===== src/usb_tx_pkg.sv =====
// USB transmit shared constants
// Line framing values and CRC16 parameters used by the
// controller, the CRC unit and the line encoder

package usb_tx_pkg;

	// SYNC pattern, sent LSB first as KJKJKJKK
	localparam logic [7:0] SYNC_BYTE = 8'h80;

	// Reflected form of x^16 + x^15 + x^2 + 1
	localparam logic [15:0] CRC16_POLY_REFL = 16'hA001;

	// Register seed at the start of every data payload
	localparam logic [15:0] CRC16_INIT = 16'hFFFF;

	// Ones in a row before a zero is stuffed
	localparam int STUFF_RUN = 6;

	// Bit times of SE0 at the end of a packet
	localparam int EOP_SE0_BITS = 2;

endpackage


===== src/tx_controller.sv =====
// Transmit packet sequencer
// Sends SYNC, the buffered payload bytes and the inverted CRC16,
// then requests the end-of-packet from the line encoder

`timescale 1ns/1ps

module tx_controller import usb_tx_pkg::*; (
	input  logic        clk,
	input  logic        n_rst,
	input  logic        pkt_ready,
	input  logic [7:0]  rd_data,
	input  logic        rd_last,
	input  logic [15:0] crc,
	input  logic        byte_sent,
	input  logic        eop_done,
	output logic        rd_en,
	output logic        crc_clear,
	output logic        crc_update,
	output logic        load,
	output logic [7:0]  tx_byte,
	output logic        eop_start,
	output logic        tx_active
);

	localparam logic [2:0] ST_IDLE   = 3'd0;
	localparam logic [2:0] ST_SYNC   = 3'd1;
	localparam logic [2:0] ST_DATA   = 3'd2;
	localparam logic [2:0] ST_CRC_LO = 3'd3;
	localparam logic [2:0] ST_CRC_HI = 3'd4;
	localparam logic [2:0] ST_EOP    = 3'd5;

	logic [2:0] state;
	logic [2:0] next_state;
	// Byte now on the line closes the payload
	logic       last_sent;

	always_ff @(posedge clk, negedge n_rst) begin
		if (!n_rst) begin
			state     <= ST_IDLE;
			last_sent <= 1'b0;
		end else begin
			state <= next_state;
			if (rd_en)
				last_sent <= rd_last;
		end
	end

	always_comb begin
		next_state = state;
		rd_en      = 1'b0;
		crc_clear  = 1'b0;
		crc_update = 1'b0;
		load       = 1'b0;
		tx_byte    = rd_data;
		eop_start  = 1'b0;

		case (state)
			ST_IDLE: begin
				crc_clear = 1'b1;
				tx_byte   = SYNC_BYTE;
				if (pkt_ready) begin
					load       = 1'b1;
					next_state = ST_SYNC;
				end
			end
			ST_SYNC: begin
				// First payload byte follows SYNC directly
				if (byte_sent) begin
					load       = 1'b1;
					rd_en      = 1'b1;
					crc_update = 1'b1;
					next_state = ST_DATA;
				end
			end
			ST_DATA: begin
				if (byte_sent) begin
					load = 1'b1;
					if (last_sent) begin
						tx_byte    = ~crc[7:0];
						next_state = ST_CRC_LO;
					end else begin
						rd_en      = 1'b1;
						crc_update = 1'b1;
					end
				end
			end
			ST_CRC_LO: begin
				tx_byte = ~crc[15:8];
				if (byte_sent) begin
					load       = 1'b1;
					next_state = ST_CRC_HI;
				end
			end
			ST_CRC_HI: begin
				if (byte_sent) begin
					eop_start  = 1'b1;
					next_state = ST_EOP;
				end
			end
			ST_EOP: begin
				if (eop_done)
					next_state = ST_IDLE;
			end
			default: begin
				next_state = ST_IDLE;
			end
		endcase
	end

	assign tx_active = (state != ST_IDLE);

	// Encoder only finishes a byte while one of ours is on the line
	assert property (@(posedge clk) disable iff (!n_rst)
		byte_sent |-> (state != ST_IDLE && state != ST_EOP));

	// End of packet only completes after it was requested
	assert property (@(posedge clk) disable iff (!n_rst)
		eop_done |-> (state == ST_EOP));

endmodule


===== src/tx_crc16.sv =====
// Payload CRC16 generator
// Running USB CRC16 register, updated one byte per cycle LSB first

`timescale 1ns/1ps

module tx_crc16 import usb_tx_pkg::*; (
	input  logic        clk,
	input  logic        n_rst,
	input  logic        crc_clear,
	input  logic        crc_update,
	input  logic [7:0]  data,
	output logic [15:0] crc
);

	logic [15:0] crc_reg;

	// Eight serial steps of the reflected LFSR
	function automatic logic [15:0] crc_byte(input logic [15:0] cur, input logic [7:0] d);
		logic [15:0] r;
		r = cur;
		for (int i = 0; i < 8; i++) begin
			if (r[0] ^ d[i])
				r = (r >> 1) ^ CRC16_POLY_REFL;
			else
				r = r >> 1;
		end
		return r;
	endfunction

	always_ff @(posedge clk, negedge n_rst) begin
		if (!n_rst) begin
			crc_reg <= CRC16_INIT;
		end else if (crc_clear) begin
			crc_reg <= CRC16_INIT;
		end else if (crc_update) begin
			crc_reg <= crc_byte(crc_reg, data);
		end
	end

	assign crc = crc_reg;

endmodule


===== src/tx_line_encoder.sv =====
// Full-speed USB line encoder
// Serializes bytes LSB first with bit stuffing and NRZI coding,
// and generates the SE0/J end-of-packet on request

`timescale 1ns/1ps

module tx_line_encoder import usb_tx_pkg::*; #(
	parameter int CLKS_PER_BIT = 4
) (
	input  logic       clk,
	input  logic       n_rst,
	input  logic       load,
	input  logic [7:0] tx_byte,
	input  logic       eop_start,
	output logic       byte_sent,
	output logic       eop_done,
	output logic       dp,
	output logic       dm
);

	localparam int CNT_W = $clog2(CLKS_PER_BIT);
	localparam int RUN_W = $clog2(STUFF_RUN + 1);
	localparam int EOP_W = (EOP_SE0_BITS > 1) ? $clog2(EOP_SE0_BITS) : 1;

	localparam logic [1:0] M_IDLE = 2'd0;
	localparam logic [1:0] M_DATA = 2'd1;
	localparam logic [1:0] M_SE0  = 2'd2;
	localparam logic [1:0] M_J    = 2'd3;

	logic [1:0]       mode;
	logic [CNT_W-1:0] clk_cnt;
	logic [7:0]       shreg;
	logic [2:0]       bits_left;
	logic [RUN_W-1:0] ones_cnt;
	logic [EOP_W-1:0] eop_cnt;
	// Line level, high is J
	logic             nrzi;
	logic             bit_end;
	logic             need_stuff;
	logic             next_data;

	assign bit_end    = (clk_cnt == CNT_W'(CLKS_PER_BIT - 1));
	assign need_stuff = (ones_cnt == RUN_W'(STUFF_RUN));
	// Start another data bit of the current byte
	assign next_data  = (mode == M_DATA) && bit_end && !need_stuff && (bits_left != 3'd0);

	// Stuffed bit after the final data bit still belongs to the byte
	assign byte_sent = (mode == M_DATA) && bit_end && !need_stuff && (bits_left == 3'd0);
	assign eop_done  = (mode == M_J) && bit_end;

	assign dp = (mode == M_SE0) ? 1'b0 : nrzi;
	assign dm = (mode == M_SE0) ? 1'b0 : ~nrzi;

	always_ff @(posedge clk) begin
		if (load)
			shreg <= {1'b0, tx_byte[7:1]};
		else if (next_data)
			shreg <= {1'b0, shreg[7:1]};
	end

	always_ff @(posedge clk, negedge n_rst) begin
		if (!n_rst) begin
			mode      <= M_IDLE;
			clk_cnt   <= '0;
			bits_left <= 3'd0;
			ones_cnt  <= '0;
			eop_cnt   <= '0;
			nrzi      <= 1'b1;
		end else if (load) begin
			// Bit 0 goes out right away
			mode      <= M_DATA;
			clk_cnt   <= '0;
			bits_left <= 3'd7;
			nrzi      <= tx_byte[0] ? nrzi : ~nrzi;
			ones_cnt  <= tx_byte[0] ? ones_cnt + 1'b1 : '0;
		end else if (eop_start) begin
			mode     <= M_SE0;
			clk_cnt  <= '0;
			eop_cnt  <= '0;
			ones_cnt <= '0;
		end else if (mode != M_IDLE) begin
			if (!bit_end) begin
				clk_cnt <= clk_cnt + 1'b1;
			end else begin
				clk_cnt <= '0;
				case (mode)
					M_DATA: begin
						if (need_stuff) begin
							nrzi     <= ~nrzi;
							ones_cnt <= '0;
						end else if (next_data) begin
							nrzi      <= shreg[0] ? nrzi : ~nrzi;
							ones_cnt  <= shreg[0] ? ones_cnt + 1'b1 : '0;
							bits_left <= bits_left - 1'b1;
						end else begin
							// No follow-up byte, fall back to idle J
							mode     <= M_IDLE;
							nrzi     <= 1'b1;
							ones_cnt <= '0;
						end
					end
					M_SE0: begin
						if (eop_cnt == EOP_W'(EOP_SE0_BITS - 1)) begin
							mode <= M_J;
							nrzi <= 1'b1;
						end else begin
							eop_cnt <= eop_cnt + 1'b1;
						end
					end
					default: begin
						mode <= M_IDLE;
					end
				endcase
			end
		end
	end

	// Controller never asks for a byte and an EOP at once
	assert property (@(posedge clk) disable iff (!n_rst) !(load && eop_start));

endmodule


===== src/tx_packet_fifo.sv =====
// Transmit packet FIFO
// Stores payload bytes with an end-of-packet flag, counts complete
// packets and returns one credit per popped entry

`timescale 1ns/1ps

module tx_packet_fifo #(
	parameter int FIFO_DEPTH = 16
) (
	input  logic       clk,
	input  logic       n_rst,
	input  logic       wr_valid,
	input  logic [7:0] wr_data,
	input  logic       wr_last,
	input  logic       rd_en,
	output logic [7:0] rd_data,
	output logic       rd_last,
	output logic       pkt_ready,
	output logic       credit_return
);

	localparam int PTR_W = (FIFO_DEPTH > 1) ? $clog2(FIFO_DEPTH) : 1;
	localparam int CNT_W = $clog2(FIFO_DEPTH + 1);

	// Each entry is {last, data}
	logic [8:0]       mem [FIFO_DEPTH];
	logic [PTR_W-1:0] wr_ptr;
	logic [PTR_W-1:0] rd_ptr;
	logic [CNT_W-1:0] count;
	logic [CNT_W-1:0] pkt_cnt;
	logic             full;
	logic             empty;
	logic             wr_pkt_end;
	logic             rd_pkt_end;

	function automatic logic [PTR_W-1:0] ptr_inc(input logic [PTR_W-1:0] ptr);
		return (ptr == PTR_W'(FIFO_DEPTH - 1)) ? '0 : ptr + 1'b1;
	endfunction

	assign full       = (count == CNT_W'(FIFO_DEPTH));
	assign empty      = (count == '0);
	assign wr_pkt_end = wr_valid && wr_last;
	assign rd_pkt_end = rd_en && rd_last;

	// Show-ahead read of the oldest entry
	assign rd_data   = mem[rd_ptr][7:0];
	assign rd_last   = mem[rd_ptr][8];
	assign pkt_ready = (pkt_cnt != '0);

	always_ff @(posedge clk) begin
		if (wr_valid) begin
			mem[wr_ptr] <= {wr_last, wr_data};
		end
	end

	always_ff @(posedge clk, negedge n_rst) begin
		if (!n_rst) begin
			wr_ptr        <= '0;
			rd_ptr        <= '0;
			count         <= '0;
			pkt_cnt       <= '0;
			credit_return <= 1'b0;
		end else begin
			if (wr_valid)
				wr_ptr <= ptr_inc(wr_ptr);
			if (rd_en)
				rd_ptr <= ptr_inc(rd_ptr);
			count <= count + CNT_W'(wr_valid) - CNT_W'(rd_en);
			// A packet that ends and another that leaves in the same cycle cancel out
			pkt_cnt <= pkt_cnt + CNT_W'(wr_pkt_end) - CNT_W'(rd_pkt_end);
			credit_return <= rd_en;
		end
	end

	// Producer must hold a credit for every write
	assert property (@(posedge clk) disable iff (!n_rst) wr_valid |-> !full);

	// Controller only pops entries of a complete packet
	assert property (@(posedge clk) disable iff (!n_rst) rd_en |-> !empty);

endmodule


===== src/usb_tx.sv =====
// Full-speed USB transmit path
// Credit-based write port into a packet FIFO, followed by the
// packet sequencer, CRC16 unit and differential line encoder

`timescale 1ns/1ps

module usb_tx #(
	parameter int FIFO_DEPTH   = 16,
	parameter int CLKS_PER_BIT = 4
) (
	input  logic       clk,
	input  logic       n_rst,
	input  logic       wr_valid,
	input  logic [7:0] wr_data,
	input  logic       wr_last,
	output logic       credit_return,
	output logic       dp,
	output logic       dm,
	output logic       tx_active
);

	logic [7:0]  rd_data;
	logic        rd_last;
	logic        pkt_ready;
	logic        rd_en;
	logic        crc_clear;
	logic        crc_update;
	logic [15:0] crc;
	logic        load;
	logic [7:0]  tx_byte;
	logic        eop_start;
	logic        byte_sent;
	logic        eop_done;

	tx_packet_fifo #(
		.FIFO_DEPTH(FIFO_DEPTH)
	) u_fifo (
		.clk          (clk),
		.n_rst        (n_rst),
		.wr_valid     (wr_valid),
		.wr_data      (wr_data),
		.wr_last      (wr_last),
		.rd_en        (rd_en),
		.rd_data      (rd_data),
		.rd_last      (rd_last),
		.pkt_ready    (pkt_ready),
		.credit_return(credit_return)
	);

	tx_controller u_ctrl (
		.clk       (clk),
		.n_rst     (n_rst),
		.pkt_ready (pkt_ready),
		.rd_data   (rd_data),
		.rd_last   (rd_last),
		.crc       (crc),
		.byte_sent (byte_sent),
		.eop_done  (eop_done),
		.rd_en     (rd_en),
		.crc_clear (crc_clear),
		.crc_update(crc_update),
		.load      (load),
		.tx_byte   (tx_byte),
		.eop_start (eop_start),
		.tx_active (tx_active)
	);

	// CRC covers the payload bytes as they leave the FIFO
	tx_crc16 u_crc (
		.clk       (clk),
		.n_rst     (n_rst),
		.crc_clear (crc_clear),
		.crc_update(crc_update),
		.data      (rd_data),
		.crc       (crc)
	);

	tx_line_encoder #(
		.CLKS_PER_BIT(CLKS_PER_BIT)
	) u_enc (
		.clk      (clk),
		.n_rst    (n_rst),
		.load     (load),
		.tx_byte  (tx_byte),
		.eop_start(eop_start),
		.byte_sent(byte_sent),
		.eop_done (eop_done),
		.dp       (dp),
		.dm       (dm)
	);

endmodule


===== config.mk =====
export PLATFORM = sky130hd
export DESIGN_NAME = usb_tx
export DESIGN_NICKNAME = d
export VERILOG_FILES = /design/src/usb_tx_pkg.sv /design/src/tx_controller.sv /design/src/tx_crc16.sv /design/src/tx_line_encoder.sv /design/src/tx_packet_fifo.sv /design/src/usb_tx.sv
export SDC_FILE = /design/constraint.sdc
export NUM_CORES = 1
export LEC_CHECK = 0
export BUFFER_PORTS_ARGS = -buffer_cell sky130_fd_sc_hd__buf_2
export CORE_UTILIZATION = 60
export DETAILED_ROUTE_END_ITERATION = 7
export MAX_ROUTING_LAYER = met4
export PLACE_DENSITY = 0.79
export SYNTH_ARGS = -nofsm -noshare
export SYNTH_HDL_FRONTEND = slang
export SYNTH_SLANG_ARGS = --single-unit

===== constraint.sdc =====
create_clock -name clk -period 7.52 [get_ports clk]
set_input_delay 0.752 -clock clk [delete_from_list [all_inputs] [get_ports clk]]
set_output_delay 0.752 -clock clk [all_outputs]
set_load 0.05 [all_outputs]

==> metrics.cfg, run 1 <==
[logic_synthesis]
synth-main-ff-cell=sky130_fd_sc_hd__edfxtp_1
synth.cell_area_sq_mm=0.00874
cell_variety_after_synth=53
synthTopCellsByArea=sky130_fd_sc_hd__edfxtp_1 (52%), sky130_fd_sc_hd__mux4_2 (8.8%), sky130_fd_sc_hd__dfrtp_1 (8.3%)
synth.ff_latch_count=197
synth.yosys.seq_area_share_pct=65.3
synth-compound-area-share_pct=5.81
ys_warn_count=0
share_of_synthesized_registers_carrying_an_async_set_or_reset_pct=23.4
post_synth_edffs=151
synth_fa_ha_area_share_pct=2.52
mappedNetlistNets=600
post_synth_xor_area_fraction_pct=3.94
yosys-mux-area-fraction_pct=12.4
post_syn_area_per_cell_sq_um=15.3
synthSimpleGateAreaFrac_pct=7.37
synth_top_family_by_area=multiplexers
synth_top_area_share_pct=51.9
synth_top_cell_by_area=sky130_fd_sc_hd__edfxtp_1
syn-instance-count=571

[global_route]
grt_use_total_pct=26.1
grt_overflow=0
grt_start_max_net_pins=47
antenna_found_initial=0
grt_pass1_vias=4984
grt_pass1_wl_um=26700

[pwr]
power.ir.vdd_worst_uv=181
leakage_power_total_nw=3.46
power_density_mw_per_mm2=278

[critical_path]
r2r_setup_slack_ps=3940
worstPathMaxFanout=36
required_ps=7830
endpoint_kind=flop
timing_worst_setup_path_type=flop to flop
worst-endpoint-arrival_ps=3900
start_kind=flop

[place]
routabilityCongestion=0.822
place_hpwl_um=10700
placed_area_sq_mm=0.00896
pre_cts_ws_ps=3900
portBuffers=15

[status]
run_status=finished, final reports clean

[detailed_routing]
detail_route.wl_per_cell_um=22.0
first_pass_iters=5
num_vias=4850
total_drc_errors_in_the_routed_layout=0
route.detailed.vias_per_inst=6.26
detail-route-antenna-nets=0
number_of_drc_violations_after_detailed_routing_iteration_0=383
routed_wire_length_um=17100

[clock_network]
htreeDepth=4
post_cts_resize_count=0
cts.sinks=197
cts.hold.buffers_added=0
post-cts-setup-buffers=0
clock_pin_slew_worst_setup_and_hold_paths_ps=70
insertion_delay_ps=440
clockBufferDepth=2
cts_tree=built
clock-root-buffer=sky130_fd_sc_hd__clkbuf_16
cts-buffers-inserted=17

[timing]
finalHoldWorstSlack_ps=496
max-slew-margin-rel_pct=28.0
layout_worst_path_cycle_share_pct=47.7
timing.final.crit_period_ps=3580
clock-skew-final_ps=20.7
final-setup-viol-count=0
timing.final.ws_setup_ps=3940
grt_setup_unrepaired=no
timing.final.hold_violations=0
setup-tns-final_ps=0
timing_max_transition_violations_final=0
max_freq_ghz=0.279
tightest_slew_ps=1080

[finish]
syn2layout_area_growth_pct=9.17
drive_gt1_share_pct=19.3
ff_latch_area_sq_mm=0.00571
antennaDiodeCount=0
n_fill_cell=933
design_area_sq_mm=0.00955
nets=612
final_cell_mix=sky130_fd_sc_hd__edfxtp_1 (151), sky130_fd_sc_hd__a21oi_1 (39), sky130_fd_sc_hd__nor2_1 (36), sky130_fd_sc_hd__mux4_2 (34), sky130_fd_sc_hd__nand2_1 (32)
largest_reg_flops=144
layout_commonest_cell=sky130_fd_sc_hd__edfxtp_1
multi_input_area_sq_mm=0.00281

[floorplanning]
initial_core_util_pct=62.3
die_y_um=123
floorplan.rows=43
die_w_um=123
core_area_sq_mm=0.0140
boundaryPins=16
die_area_sq_mm=0.0151

[flow_run]
max_cap_viol_count=0

[worst_hold_path]
worstHoldPathType=flop to flop

## worst max-delay path: stages, from the launching register on
cell,delay [ps]
sky130_fd_sc_hd__dfrtp_2,1010
sky130_fd_sc_hd__mux4_2,420
sky130_fd_sc_hd__mux4_2,460
sky130_fd_sc_hd__and2_1,180
sky130_fd_sc_hd__ha_1,290
sky130_fd_sc_hd__inv_1,60
sky130_fd_sc_hd__ha_1,160
sky130_fd_sc_hd__inv_1,60
sky130_fd_sc_hd__fa_1,430
sky130_fd_sc_hd__inv_1,70
sky130_fd_sc_hd__a21oi_1,60
sky130_fd_sc_hd__nor2_1,90
sky130_fd_sc_hd__nor2_1,60
sky130_fd_sc_hd__xnor2_1,110
## synthesized netlist by cell type (all sizes together) (4+ instances only)
cell / count
o22ai: 8
nor3: 23
and2: 17
ha: 16
mux4: 40
nor2: 36
nor3b: 4
clkbuf: 18
dfrtp: 29
a21oi: 39
buf: 12
xnor2: 18
dfstp: 17
nand2: 32
o21ai: 16
mux2i: 15
inv: 21
xor2: 13
edfxtp: 151
and3: 4
## area by class of cell
cell class | instances | share of cell area [%]
Sequential cell | 197 | 59.8
Multi-Input combinational cell | 323 | 29.5
Clock buffer | 18 | 4.50
Tap cell | 180 | 2.36
Clock inverter | 13 | 1.65
Timing Repair Buffer | 23 | 1.42
Inverter | 21 | 0.826
## final timing paths
check / start / cells past startpoint / endpoint
min in group asynchronous: n_rst / 1 / u_ctrl.state[2]
worst min-delay path: u_enc.nrzi / 1 / u_enc.nrzi
worst min register to register: u_enc.nrzi / 1 / u_enc.nrzi
worst max-delay path: u_fifo.rd_ptr[1] / 13 / u_fifo.pkt_cnt[4]
max in group asynchronous: n_rst / 1 / u_fifo.rd_ptr[1]
worst max register to register: u_fifo.rd_ptr[1] / 13 / u_fifo.pkt_cnt[4]
## cell families after synthesis
family,count (synthesis)
AO/OA/AOI/OAI,84
XOR/XNOR,33
adder cells (fa/ha/maj),17
buffers and inverters,51
flip-flops,197
multiplexers,56
AND/OR/NAND/NOR,133
## where the power goes
part / internal [mW] / switching, mW / leakage (nW)
logic: 0.166 / 0.208 / 1.28
registers: 1.30 / 0.0652 / 1.90
clock network: 0.521 / 0.386 / 0.282
total: 1.99 / 0.659 / 3.46
## metrics by stage
step                      util (%)  instances  power, mW
after detailed placement      63.8        744       1.77
after CTS                     68.0        775       2.66
after global routing          68.0        775       2.75
final                         68.0        775       2.65
after floorplan                  -        571       1.65
after global placement        63.8        744       1.74
## routing by layer
layer  track usage [%]  routed length, um  vias up
met2              41.4               8660      189
met4              12.1                480        0
met1              31.9               6900     2442
met5                 -                  0        -
li1                  -                  -     2179
met3              5.99               1020       40
Power figures use the tool's default switching activity.
==> inputs of run 2 (changes only) <==
--- a/config.mk
+++ b/config.mk
@@ -5,11 +5,12 @@
 export SDC_FILE = /design/constraint.sdc
 export NUM_CORES = 1
 export LEC_CHECK = 0
+export ABC_AREA = 1
 export BUFFER_PORTS_ARGS = -buffer_cell sky130_fd_sc_hd__buf_2
-export CORE_UTILIZATION = 60
+export CORE_UTILIZATION = 57
 export DETAILED_ROUTE_END_ITERATION = 7
 export MAX_ROUTING_LAYER = met4
-export PLACE_DENSITY = 0.79
+export PLACE_DENSITY = 0.78
 export SYNTH_ARGS = -nofsm -noshare
 export SYNTH_HDL_FRONTEND = slang
 export SYNTH_SLANG_ARGS = --single-unit
==> constraint.sdc (replaced) <==
create_clock -name clk -period 3.2 [get_ports clk]
set_input_delay 0.32 -clock clk [delete_from_list [all_inputs] [get_ports clk]]
set_output_delay 0.32 -clock clk [all_outputs]
set_load 0.05 [all_outputs]
==> run 2 against run 1 <==
Against the previous run:
- sequential power increased by 130%
- critical path type unchanged
- final cell count increased by 42%
- sequential cell count unchanged
- first-iteration DRC count increased by 59%
- largest cell class unchanged
- combinational power increased by 100%
- wire length increased by 11%
- global-route usage decreased by 0.096 points
==> metrics.cfg, run 2 <==
[clock_network]
htreeDepth=4  ; unchanged
cts-buffers-inserted=17  ; unchanged
insertion_delay_ps=440  ; about the same
clock-root-buffer=sky130_fd_sc_hd__clkbuf_16  ; unchanged
cts.sinks=197  ; unchanged
clock_pin_slew_worst_setup_and_hold_paths_ps=80  ; was 70 ps
clockBufferDepth=2  ; unchanged
post-cts-setup-buffers=0  ; unchanged
cts_tree=built  ; unchanged

[place]
portBuffers=15  ; unchanged
post-place-cells=1068  ; was 744
place_hpwl_um=12200  ; was 10700 um
placed_area_sq_mm=0.00927  ; was 0.00896 sq mm
routabilityCongestion=0.894  ; was 0.822

[logic_synthesis]
synth.cell_area_sq_mm=0.00896  ; was 0.00874 sq mm
cell_variety_after_synth=42  ; was 53
yosysMostFrequentCell=sky130_fd_sc_hd__edfxtp_1  ; unchanged
synth-compound-area-share_pct=9.94  ; was 5.81%
synthTopCellsByArea=sky130_fd_sc_hd__edfxtp_1 (51%), sky130_fd_sc_hd__dfrtp_1 (8.1%), sky130_fd_sc_hd__nand2_1 (5.9%)  ; was sky130_fd_sc_hd__edfxtp_1 (52%), sky130_fd_sc_hd__mux4_2 (8.8%), sky130_fd_sc_hd__dfrtp_1 (8.3%)
post_synth_xor_area_fraction_pct=1.45  ; was 3.94%
synth_top_family_by_area=simple AND/OR/NAND/NOR gates  ; was multiplexers
synth.yosys.seq_area_share_pct=63.7  ; was 65.3%
synth.ff_latch_count=197  ; unchanged
yosys-mux-area-fraction_pct=0.112  ; was 12.4%
syn-instance-count=851  ; was 571
share_of_synthesized_registers_carrying_an_async_set_or_reset_pct=23.4  ; unchanged
ys_top_cells_by_count=sky130_fd_sc_hd__edfxtp_1 (151), sky130_fd_sc_hd__nand2_1 (141), sky130_fd_sc_hd__nor2_1 (112), sky130_fd_sc_hd__inv_1 (83), sky130_fd_sc_hd__nand3_1 (66)  ; was sky130_fd_sc_hd__edfxtp_1 (151), sky130_fd_sc_hd__a21oi_1 (39), sky130_fd_sc_hd__nor2_1 (36), sky130_fd_sc_hd__mux4_2 (34), sky130_fd_sc_hd__nand2_1 (32)
post_synth_edffs=151  ; unchanged
synth-main-ff-cell=sky130_fd_sc_hd__edfxtp_1  ; unchanged
synth_top_area_share_pct=50.6  ; was 51.9%
synth_fa_ha_area_share_pct=2.46  ; was 2.52%
synth_top_cell_by_area=sky130_fd_sc_hd__edfxtp_1  ; unchanged
ys_warn_count=0  ; unchanged
synthSimpleGateAreaFrac_pct=16.2  ; was 7.37%
post_syn_area_per_cell_sq_um=10.5  ; was 15.3 sq um
mappedNetlistNets=880  ; was 600

[floorplanning]
die_area_sq_mm=0.0162  ; was 0.0151 sq mm
die_y_um=127  ; was 123 um
core_area_sq_mm=0.0153  ; was 0.0140 sq mm
boundaryPins=16  ; unchanged
floorplan.rows=45  ; was 43
initial_core_util_pct=58.7  ; was 62.3%
die_w_um=127  ; was 123 um

[detailed_routing]
detail-route-antenna-nets=0  ; unchanged
total_drc_errors_in_the_routed_layout=0  ; unchanged
route.detailed.vias_per_inst=5.68  ; was 6.26
routed_wire_length_um=19000  ; was 17100 um
first_pass_iters=6  ; was 5
num_vias=6257  ; was 4850
number_of_drc_violations_after_detailed_routing_iteration_0=610  ; was 383
detail_route.wl_per_cell_um=17.3  ; was 22.0 um

[worst_hold_path]
worst_hold_launch=wr_valid  ; was u_enc.nrzi
worstHoldPathType=input pin to flop  ; was flop to flop

[flow_run]
max_cap_viol_count=0  ; unchanged

[pwr]
clock_power_share_pct=37.7  ; was 34.2%
sequential_power_share_pct=50.3  ; was 51.7%
switching_share_pct=26.0  ; was 24.9%
power.share.combinational_pct=12.0  ; was 14.1%
leakage_power_total_nw=3.98  ; was 3.46 nW
power.ir.vdd_worst_uv=571  ; was 181 uV
net-switching-power_mw=1.63  ; was 0.659 mW
power_density_mw_per_mm2=630  ; was 278 mW/mm^2
p_int_mw=4.64  ; was 1.99 mW

[finish]
largest_reg_flops=144  ; unchanged
syn2layout_area_growth_pct=11.1  ; was 9.17%
antennaDiodeCount=0  ; unchanged
nets=906  ; was 612
layout_commonest_cell=sky130_fd_sc_hd__edfxtp_1  ; unchanged
post_layout_nonfiller_instances=1101  ; was 775
drive_gt1_share_pct=12.8  ; was 19.3%
n_fill_cell=1098  ; was 933
final_cell_mix=sky130_fd_sc_hd__edfxtp_1 (151), sky130_fd_sc_hd__nand2_1 (141), sky130_fd_sc_hd__nor2_1 (112), sky130_fd_sc_hd__inv_1 (83), sky130_fd_sc_hd__nand3_1 (66)  ; was sky130_fd_sc_hd__edfxtp_1 (151), sky130_fd_sc_hd__a21oi_1 (39), sky130_fd_sc_hd__nor2_1 (36), sky130_fd_sc_hd__mux4_2 (34), sky130_fd_sc_hd__nand2_1 (32)
design_area_sq_mm=0.00995  ; was 0.00955 sq mm
final_util_pct=65.2  ; was 68.0%

[critical_path]
timing_worst_setup_path_type=flop to flop  ; unchanged
start_kind=flop  ; unchanged
cpLargestDelayFamily=adder cells  ; was flip-flops
endpoint_kind=flop  ; unchanged
required_ps=3570  ; was 7830 ps
cell_by_cell_trace_of_the_critical_path=inv_4 -> o21ai_0 -> o221ai_1 -> nand3_1 -> nand3_1 -> nand2_1 -> inv_1 -> ha_1 -> inv_1 -> ha_1 -> inv_1 -> fa_1 -> o21ai_0 -> xor2_1  ; was mux4_2 -> mux4_2 -> and2_1 -> ha_1 -> inv_1 -> ha_1 -> inv_1 -> fa_1 -> inv_1 -> a21oi_1 -> nor2_1 -> nor2_1 -> xnor2_1
reg2reg_from=u_fifo.rd_ptr[0]  ; was u_fifo.rd_ptr[1]
worst-endpoint-arrival_ps=3350  ; was 3900 ps
worst_path_buffer_plus_inverter_count=4  ; was 3
worst_path_max_delay_cell=sky130_fd_sc_hd__dfrtp_2  ; unchanged
worst_path_largest_cell_delay_ps=440  ; was 1010 ps
critical_path.startpoint=u_fifo.rd_ptr[0]  ; was u_fifo.rd_ptr[1]
worstPathMaxFanout=46  ; was 36
cpMostUsedCell=sky130_fd_sc_hd__inv_1  ; unchanged

[global_route]
grt_pass1_wl_um=30100  ; was 26700 um
antenna_found_initial=0  ; unchanged
grt_overflow=0  ; unchanged
grt_start_max_net_pins=47  ; unchanged
grt_use_total_pct=26.0  ; was 26.1%
grt_pass1_vias=5915  ; was 4984

[timing]
timing.final.hold_violations=0  ; unchanged
timing_max_transition_violations_final=0  ; unchanged
final-setup-viol-count=0  ; unchanged
setup-tns-final_ps=0  ; unchanged
timing.final.crit_period_ps=2980  ; was 3580 ps
max_freq_ghz=0.335  ; was 0.279 GHz
max-slew-margin-rel_pct=25.5  ; was 28.0%
clock-skew-final_ps=16.6  ; was 20.7 ps
layout_worst_path_cycle_share_pct=93.3  ; was 47.7%
grt_setup_unrepaired=no  ; unchanged
tightest_slew_ps=1110  ; was 1080 ps
finalHoldWorstSlack_ps=222  ; was 496 ps

[status]
run_status=finished, final reports clean  ; unchanged

-- run 2: cell count changes after synthesis, moves of 16 or more --
cell and delta:
sky130_fd_sc_hd__a21oi_1 -16, sky130_fd_sc_hd__and2_1 -17, sky130_fd_sc_hd__inv_1 +63, sky130_fd_sc_hd__mux4_2 -34, sky130_fd_sc_hd__nand2_1 +109, sky130_fd_sc_hd__nand3_1 +63, sky130_fd_sc_hd__nor2_1 +76, sky130_fd_sc_hd__nor3_1 -18
sky130_fd_sc_hd__o21ai_0 +50
-- run 2: routing by layer --
metal  share of wire, %  global-route usage, %  up-vias
met3                6.6                   5.49       44
met4                2.5                   11.6        0
met2                 51                   42.8      253
met1                 40                   30.9     2986
met5                  0                      -        -
li1                   -                      -     2974
-- run 2: path summary, 6_finish.rpt --
path	cells past startpoint	slack (ps)	to
worst min-delay path	3	220	u_fifo.wr_ptr[1]
worst min register to register	1	520	u_enc.bits_left[2]
max in group asynchronous	3	2050	u_fifo.credit_return
min in group asynchronous	2	470	u_enc.eop_cnt
worst max register to register	14	220	u_fifo.pkt_cnt[4]
worst max-delay path	14	220	u_fifo.pkt_cnt[4]
-- run 2: worst min-delay path, delay by kind of cell --
kind            cells  cell delay (ps)
buf+inv             1              160
simple gates        1               70
compound gates      1               70
-- run 2: timing repair --
item / in CTS / in global routing
setup endpoints to repair: 0 / 1
gates resized for setup: 0 / 4
hold buffers: 1 / 0
hold endpoints to repair: 15 / 0
-- run 2: kinds of logic after synthesis --
group,after synthesis
AO/OA/AOI/OAI,153
XOR/XNOR,14
adder cells (fa/ha/maj),17
buffers and inverters,124
flip-flops,197
multiplexers,1
AND/OR/NAND/NOR,345
-- run 2: power groups by stage --
stage | Sequential [mW] | Clock, mW | Combinational, mW
final | 3.15 | 2.37 | 0.754
after global routing | 3.18 | 2.47 | 0.852
after CTS | 3.15 | 2.38 | 0.758
after detailed placement | 3.20 | 0 | 0.747
after global placement | 3.20 | 0 | 0.735
after floorplan | 3.18 | 0 | 0.543
-- run 2: stage by stage --
stage,worst slack [ps],power (mW)
4_1_cts,118,6.29
3_5_place_dp,217,3.95
5_1_grt,24.0,6.50
3_3_place_gp,470,3.94
6_report,216,6.27
2_1_floorplan,55.1,3.72
-- run 2: cell type report --
| class | instances | area, sq um | share of cell area, % |
|---|---|---|---|
| Clock buffer | 17 | 425 | 4.27 |
| Sequential cell | 197 | 5710 | 57.3 |
| Multi-Input combinational cell | 530 | 2710 | 27.2 |
| Inverter | 93 | 354 | 3.56 |
| Timing Repair Buffer | 38 | 258 | 2.59 |
| Tap cell | 211 | 264 | 2.65 |
| Clock inverter | 15 | 238 | 2.39 |
==> inputs of run 3 (changes only) <==
--- a/config.mk
+++ b/config.mk
@@ -13,4 +13,5 @@
 export PLACE_DENSITY = 0.78
 export SYNTH_ARGS = -nofsm -noshare
 export SYNTH_HDL_FRONTEND = slang
+export SYNTH_HIERARCHICAL = 1
 export SYNTH_SLANG_ARGS = --single-unit
==> run 3 against run 2 <==
Against the previous run:
- setup slack got worse by 12 ps
- power is 0.96% lower
- wire length is 9.0% higher
- first-iteration DRC count shrank 1.3%
- clock power fell by 8%
- clock skew is 8.1 ps lower
- critical path depth up 8
- largest cell class unchanged
- highest routed layer unchanged
==> metrics.cfg, run 3 <==
[status]
run_status=finished, final reports clean  ; unchanged

[pwr]
power_density_mw_per_mm2=595  ; was 630 mW/mm^2
leakage_power_total_nw=4.08  ; was 3.98 nW
power.ir.vdd_worst_uv=459  ; was 571 uV
design_power_total_mw=6.21  ; was 6.27 mW

[timing]
timing.final.hold_violations=0  ; unchanged
final-setup-viol-count=0  ; unchanged
grt_setup_unrepaired=no  ; unchanged
timing.final.crit_period_ps=3000  ; was 2980 ps
tightest_slew_ps=1000  ; was 1110 ps
max-slew-margin-rel_pct=33.2  ; was 25.5%
timing_max_transition_violations_final=0  ; unchanged
max_freq_ghz=0.334  ; was 0.335 GHz
layout_worst_path_cycle_share_pct=93.6  ; was 93.3%
finalHoldWorstSlack_ps=58.0  ; was 222 ps
clock-skew-final_ps=8.54  ; was 16.6 ps
setup-tns-final_ps=0  ; unchanged

[clock_network]
insertion_delay_ps=440  ; about the same
cts.hold.buffers_added=0  ; was 1
clock-root-buffer=sky130_fd_sc_hd__clkbuf_16  ; unchanged
cts-buffers-inserted=17  ; unchanged
htreeDepth=4  ; unchanged
cts_tree=built  ; unchanged
cts.sinks=197  ; unchanged
clockBufferDepth=2  ; unchanged
clock_pin_slew_worst_setup_and_hold_paths_ps=70  ; was 80 ps

[logic_synthesis]
post_synth_edffs=151  ; unchanged
ys_warn_count=6  ; was 0
share_of_synthesized_registers_carrying_an_async_set_or_reset_pct=23.4  ; unchanged
synth_top_family_by_area=simple AND/OR/NAND/NOR gates  ; unchanged
mappedNetlistNets=952  ; was 880
synth_top_cell_by_area=sky130_fd_sc_hd__edfxtp_1  ; unchanged
syn-instance-count=923  ; was 851
yosysMostFrequentCell=sky130_fd_sc_hd__nand2_1  ; was sky130_fd_sc_hd__edfxtp_1
synth.yosys.seq_area_share_pct=60.2  ; was 63.7%
synth-main-ff-cell=sky130_fd_sc_hd__edfxtp_1  ; unchanged
post_syn_area_per_cell_sq_um=10.3  ; was 10.5 sq um
cell_variety_after_synth=49  ; was 42
synth.cell_area_sq_mm=0.00949  ; was 0.00896 sq mm
synth-compound-area-share_pct=9.42  ; was 9.94%
synthTopCellsByArea=sky130_fd_sc_hd__edfxtp_1 (48%), sky130_fd_sc_hd__dfrtp_1 (7.6%), sky130_fd_sc_hd__nand2_1 (6.8%)  ; was sky130_fd_sc_hd__edfxtp_1 (51%), sky130_fd_sc_hd__dfrtp_1 (8.1%), sky130_fd_sc_hd__nand2_1 (5.9%)
ys_top_cells_by_count=sky130_fd_sc_hd__nand2_1 (172), sky130_fd_sc_hd__edfxtp_1 (151), sky130_fd_sc_hd__nor2_1 (135), sky130_fd_sc_hd__inv_1 (72), sky130_fd_sc_hd__o21ai_0 (62)  ; was sky130_fd_sc_hd__edfxtp_1 (151), sky130_fd_sc_hd__nand2_1 (141), sky130_fd_sc_hd__nor2_1 (112), sky130_fd_sc_hd__inv_1 (83), sky130_fd_sc_hd__nand3_1 (66)
yosys-mux-area-fraction_pct=0.119  ; was 0.112%
synth_fa_ha_area_share_pct=2.32  ; was 2.46%
post_synth_xor_area_fraction_pct=1.86  ; was 1.45%
synth.ff_latch_count=197  ; unchanged
synthSimpleGateAreaFrac_pct=20.2  ; was 16.2%
synth_top_area_share_pct=47.8  ; was 50.6%

[detailed_routing]
num_vias=6708  ; was 6257
routed_wire_length_um=20700  ; was 19000 um
detail-route-antenna-nets=0  ; unchanged
first_pass_iters=7  ; was 6
detail_route.wl_per_cell_um=17.6  ; was 17.3 um
total_drc_errors_in_the_routed_layout=0  ; unchanged
route.detailed.vias_per_inst=5.71  ; was 5.68
number_of_drc_violations_after_detailed_routing_iteration_0=602  ; was 610

[floorplanning]
floorplan.rows=46  ; was 45
core_area_sq_mm=0.0161  ; was 0.0153 sq mm
die_area_sq_mm=0.0172  ; was 0.0162 sq mm
initial_core_util_pct=59.1  ; was 58.7%
die_y_um=131  ; was 127 um
die_w_um=131  ; was 127 um
boundaryPins=16  ; unchanged

[critical_path]
cp.depth=22  ; was 14
endpoint_kind=flop  ; unchanged
r2r.worst_path.cells=22  ; was 14
start_kind=flop  ; unchanged
worst-endpoint-arrival_ps=3360  ; was 3350 ps
cell_by_cell_trace_of_the_critical_path=buf_12 -> o21ai_0 -> o211ai_1 -> nand3_1 -> nand2_1 -> inv_1 -> nand2_1 -> nand2_2 -> nand2_2 -> nand3_2 -> nand2_4 -> nand2_4 -> nand3_4 -> nand2_4 -> nand2_1 -> nand3_2 -> nand2_4 -> nand2_2 -> nand3_1 -> nand2_1 -> nand2_1 -> nand2_1  ; was inv_4 -> o21ai_0 -> o221ai_1 -> nand3_1 -> nand3_1 -> nand2_1 -> inv_1 -> ha_1 -> inv_1 -> ha_1 -> inv_1 -> fa_1 -> o21ai_0 -> xor2_1
cpLargestDelayFamily=simple AND/OR/NAND/NOR gates  ; was adder cells
required_ps=3570  ; about the same
worstPathMaxFanout=20  ; was 46
timing_worst_setup_path_type=flop to flop  ; unchanged
worst_path_largest_cell_delay_ps=530  ; was 440 ps
worst_path_buffer_plus_inverter_count=2  ; was 4
worst_path_max_delay_cell=sky130_fd_sc_hd__dfrtp_2  ; unchanged
cpMostUsedCell=sky130_fd_sc_hd__nand2_1  ; was sky130_fd_sc_hd__inv_1

[flow_run]
max_cap_viol_count=0  ; unchanged

[finish]
n_fill_cell=1196  ; was 1098
antennaDiodeCount=0  ; unchanged
layout_commonest_cell=sky130_fd_sc_hd__nand2_1  ; was sky130_fd_sc_hd__edfxtp_1
multi_input_area_sq_mm=0.00322  ; was 0.00271 sq mm
nets=975  ; was 906
syn2layout_area_growth_pct=10.2  ; was 11.1%
largest_reg_flops=144  ; unchanged
drive_gt1_share_pct=15.4  ; was 12.8%
final_cell_mix=sky130_fd_sc_hd__nand2_1 (171), sky130_fd_sc_hd__edfxtp_1 (151), sky130_fd_sc_hd__nor2_1 (135), sky130_fd_sc_hd__inv_1 (72), sky130_fd_sc_hd__o21ai_0 (62)  ; was sky130_fd_sc_hd__edfxtp_1 (151), sky130_fd_sc_hd__nand2_1 (141), sky130_fd_sc_hd__nor2_1 (112), sky130_fd_sc_hd__inv_1 (83), sky130_fd_sc_hd__nand3_1 (66)
ff_latch_area_sq_mm=0.00571  ; about the same
final_util_pct=65.1  ; was 65.2%

[global_route]
grt_start_max_net_pins=63  ; was 47
grt_pass1_wl_um=31600  ; was 30100 um
grt_use_total_pct=26.0  ; about the same
grt_overflow=0  ; unchanged
antenna_found_initial=0  ; unchanged
grt_pass1_vias=6034  ; was 5915

[place]
portBuffers=15  ; unchanged
routabilityCongestion=0.880  ; was 0.894
place_hpwl_um=13100  ; was 12200 um

[worst_hold_path]
worstHoldPathType=input pin to async pin  ; was input pin to flop

[run 3: final cells by class]
cell class / count / area share (%)
clock buffer: 20 / 4.18
clock inverter: 12 / 1.57
inverter: 86 / 3.21
multi-input combinational: 607 / 30.8
sequential: 197 / 54.6
tap: 216 / 2.59
timing repair buffer: 37 / 2.99
[run 3: path summary, 6_finish.rpt]
kind,start,to,slack [ps]
setup / recovery,u_fifo/rd_ptr[1],u_crc/crc[13],200
hold / removal,n_rst,u_enc/bits_left[2],60
min in group clk,wr_valid,u_fifo/wr_ptr[1],230
max in group asynchronous,n_rst,u_crc/crc[3],2370
hold reg to reg,u_crc/crc[10],u_crc/crc[2],490
setup reg to reg,u_fifo/rd_ptr[1],u_crc/crc[13],200
[run 3: worst register-to-register path: stages, from the launching register on]
cell and delay (ps):
sky130_fd_sc_hd__dfrtp_2 530, sky130_fd_sc_hd__buf_12 200, sky130_fd_sc_hd__o21ai_0 110, sky130_fd_sc_hd__o211ai_1 290, sky130_fd_sc_hd__nand3_1 190, sky130_fd_sc_hd__nand2_1 180
sky130_fd_sc_hd__inv_1 90, sky130_fd_sc_hd__nand2_1 80, sky130_fd_sc_hd__nand2_2 60, sky130_fd_sc_hd__nand2_2 100, sky130_fd_sc_hd__nand3_2 130, sky130_fd_sc_hd__nand2_4 140
sky130_fd_sc_hd__nand2_4 70, sky130_fd_sc_hd__nand3_4 80, sky130_fd_sc_hd__nand2_4 70, sky130_fd_sc_hd__nand2_1 70, sky130_fd_sc_hd__nand3_2 120, sky130_fd_sc_hd__nand2_4 110
sky130_fd_sc_hd__nand2_2 60, sky130_fd_sc_hd__nand3_1 90, sky130_fd_sc_hd__nand2_1 60, sky130_fd_sc_hd__nand2_1 50, sky130_fd_sc_hd__nand2_1 50
[run 3: per-stage QoR]
step                setup WS (ps)  instance area [sq um]  instances
floorplan                     401                   9490        923
global placement              317                   9760       1138
detailed placement            231                   9760       1138
CTS                           204                  10400       1170
global route                 2.28                  10500       1175
finish                        204                  10500       1175
[run 3: cells by family (layout without fill, tap and decap cells)]
group,after synthesis,in the layout
buffers and inverters,119,155
multiplexers,1,1
flip-flops,197,197
XOR/XNOR,15,15
AO/OA/AOI/OAI,158,158
AND/OR/NAND/NOR,416,416
adder cells (fa/ha/maj),17,17
[run 3: layer usage]
layer	track usage, %	vias up	share of wire, %
li1	-	3183	-
met1	33.1	3254	43
met2	42.1	241	50
met3	4.97	30	5.7
met4	8.32	0	1.7
met5	-	-	0
[run 3: report_power, final]
part	leakage (nW)	internal [mW]	switching [mW]	total [mW]
combinational	1.90	0.278	0.571	0.850
sequential	1.90	3.06	0.124	3.18
clock	0.290	1.19	0.990	2.18
total	4.08	4.53	1.69	6.21
[run 3: repair_timing]
item | in CTS | in global routing
endpoints found under the setup margin | 0 | 3
setup buffers | 0 | 3
resized for setup | 0 | 5
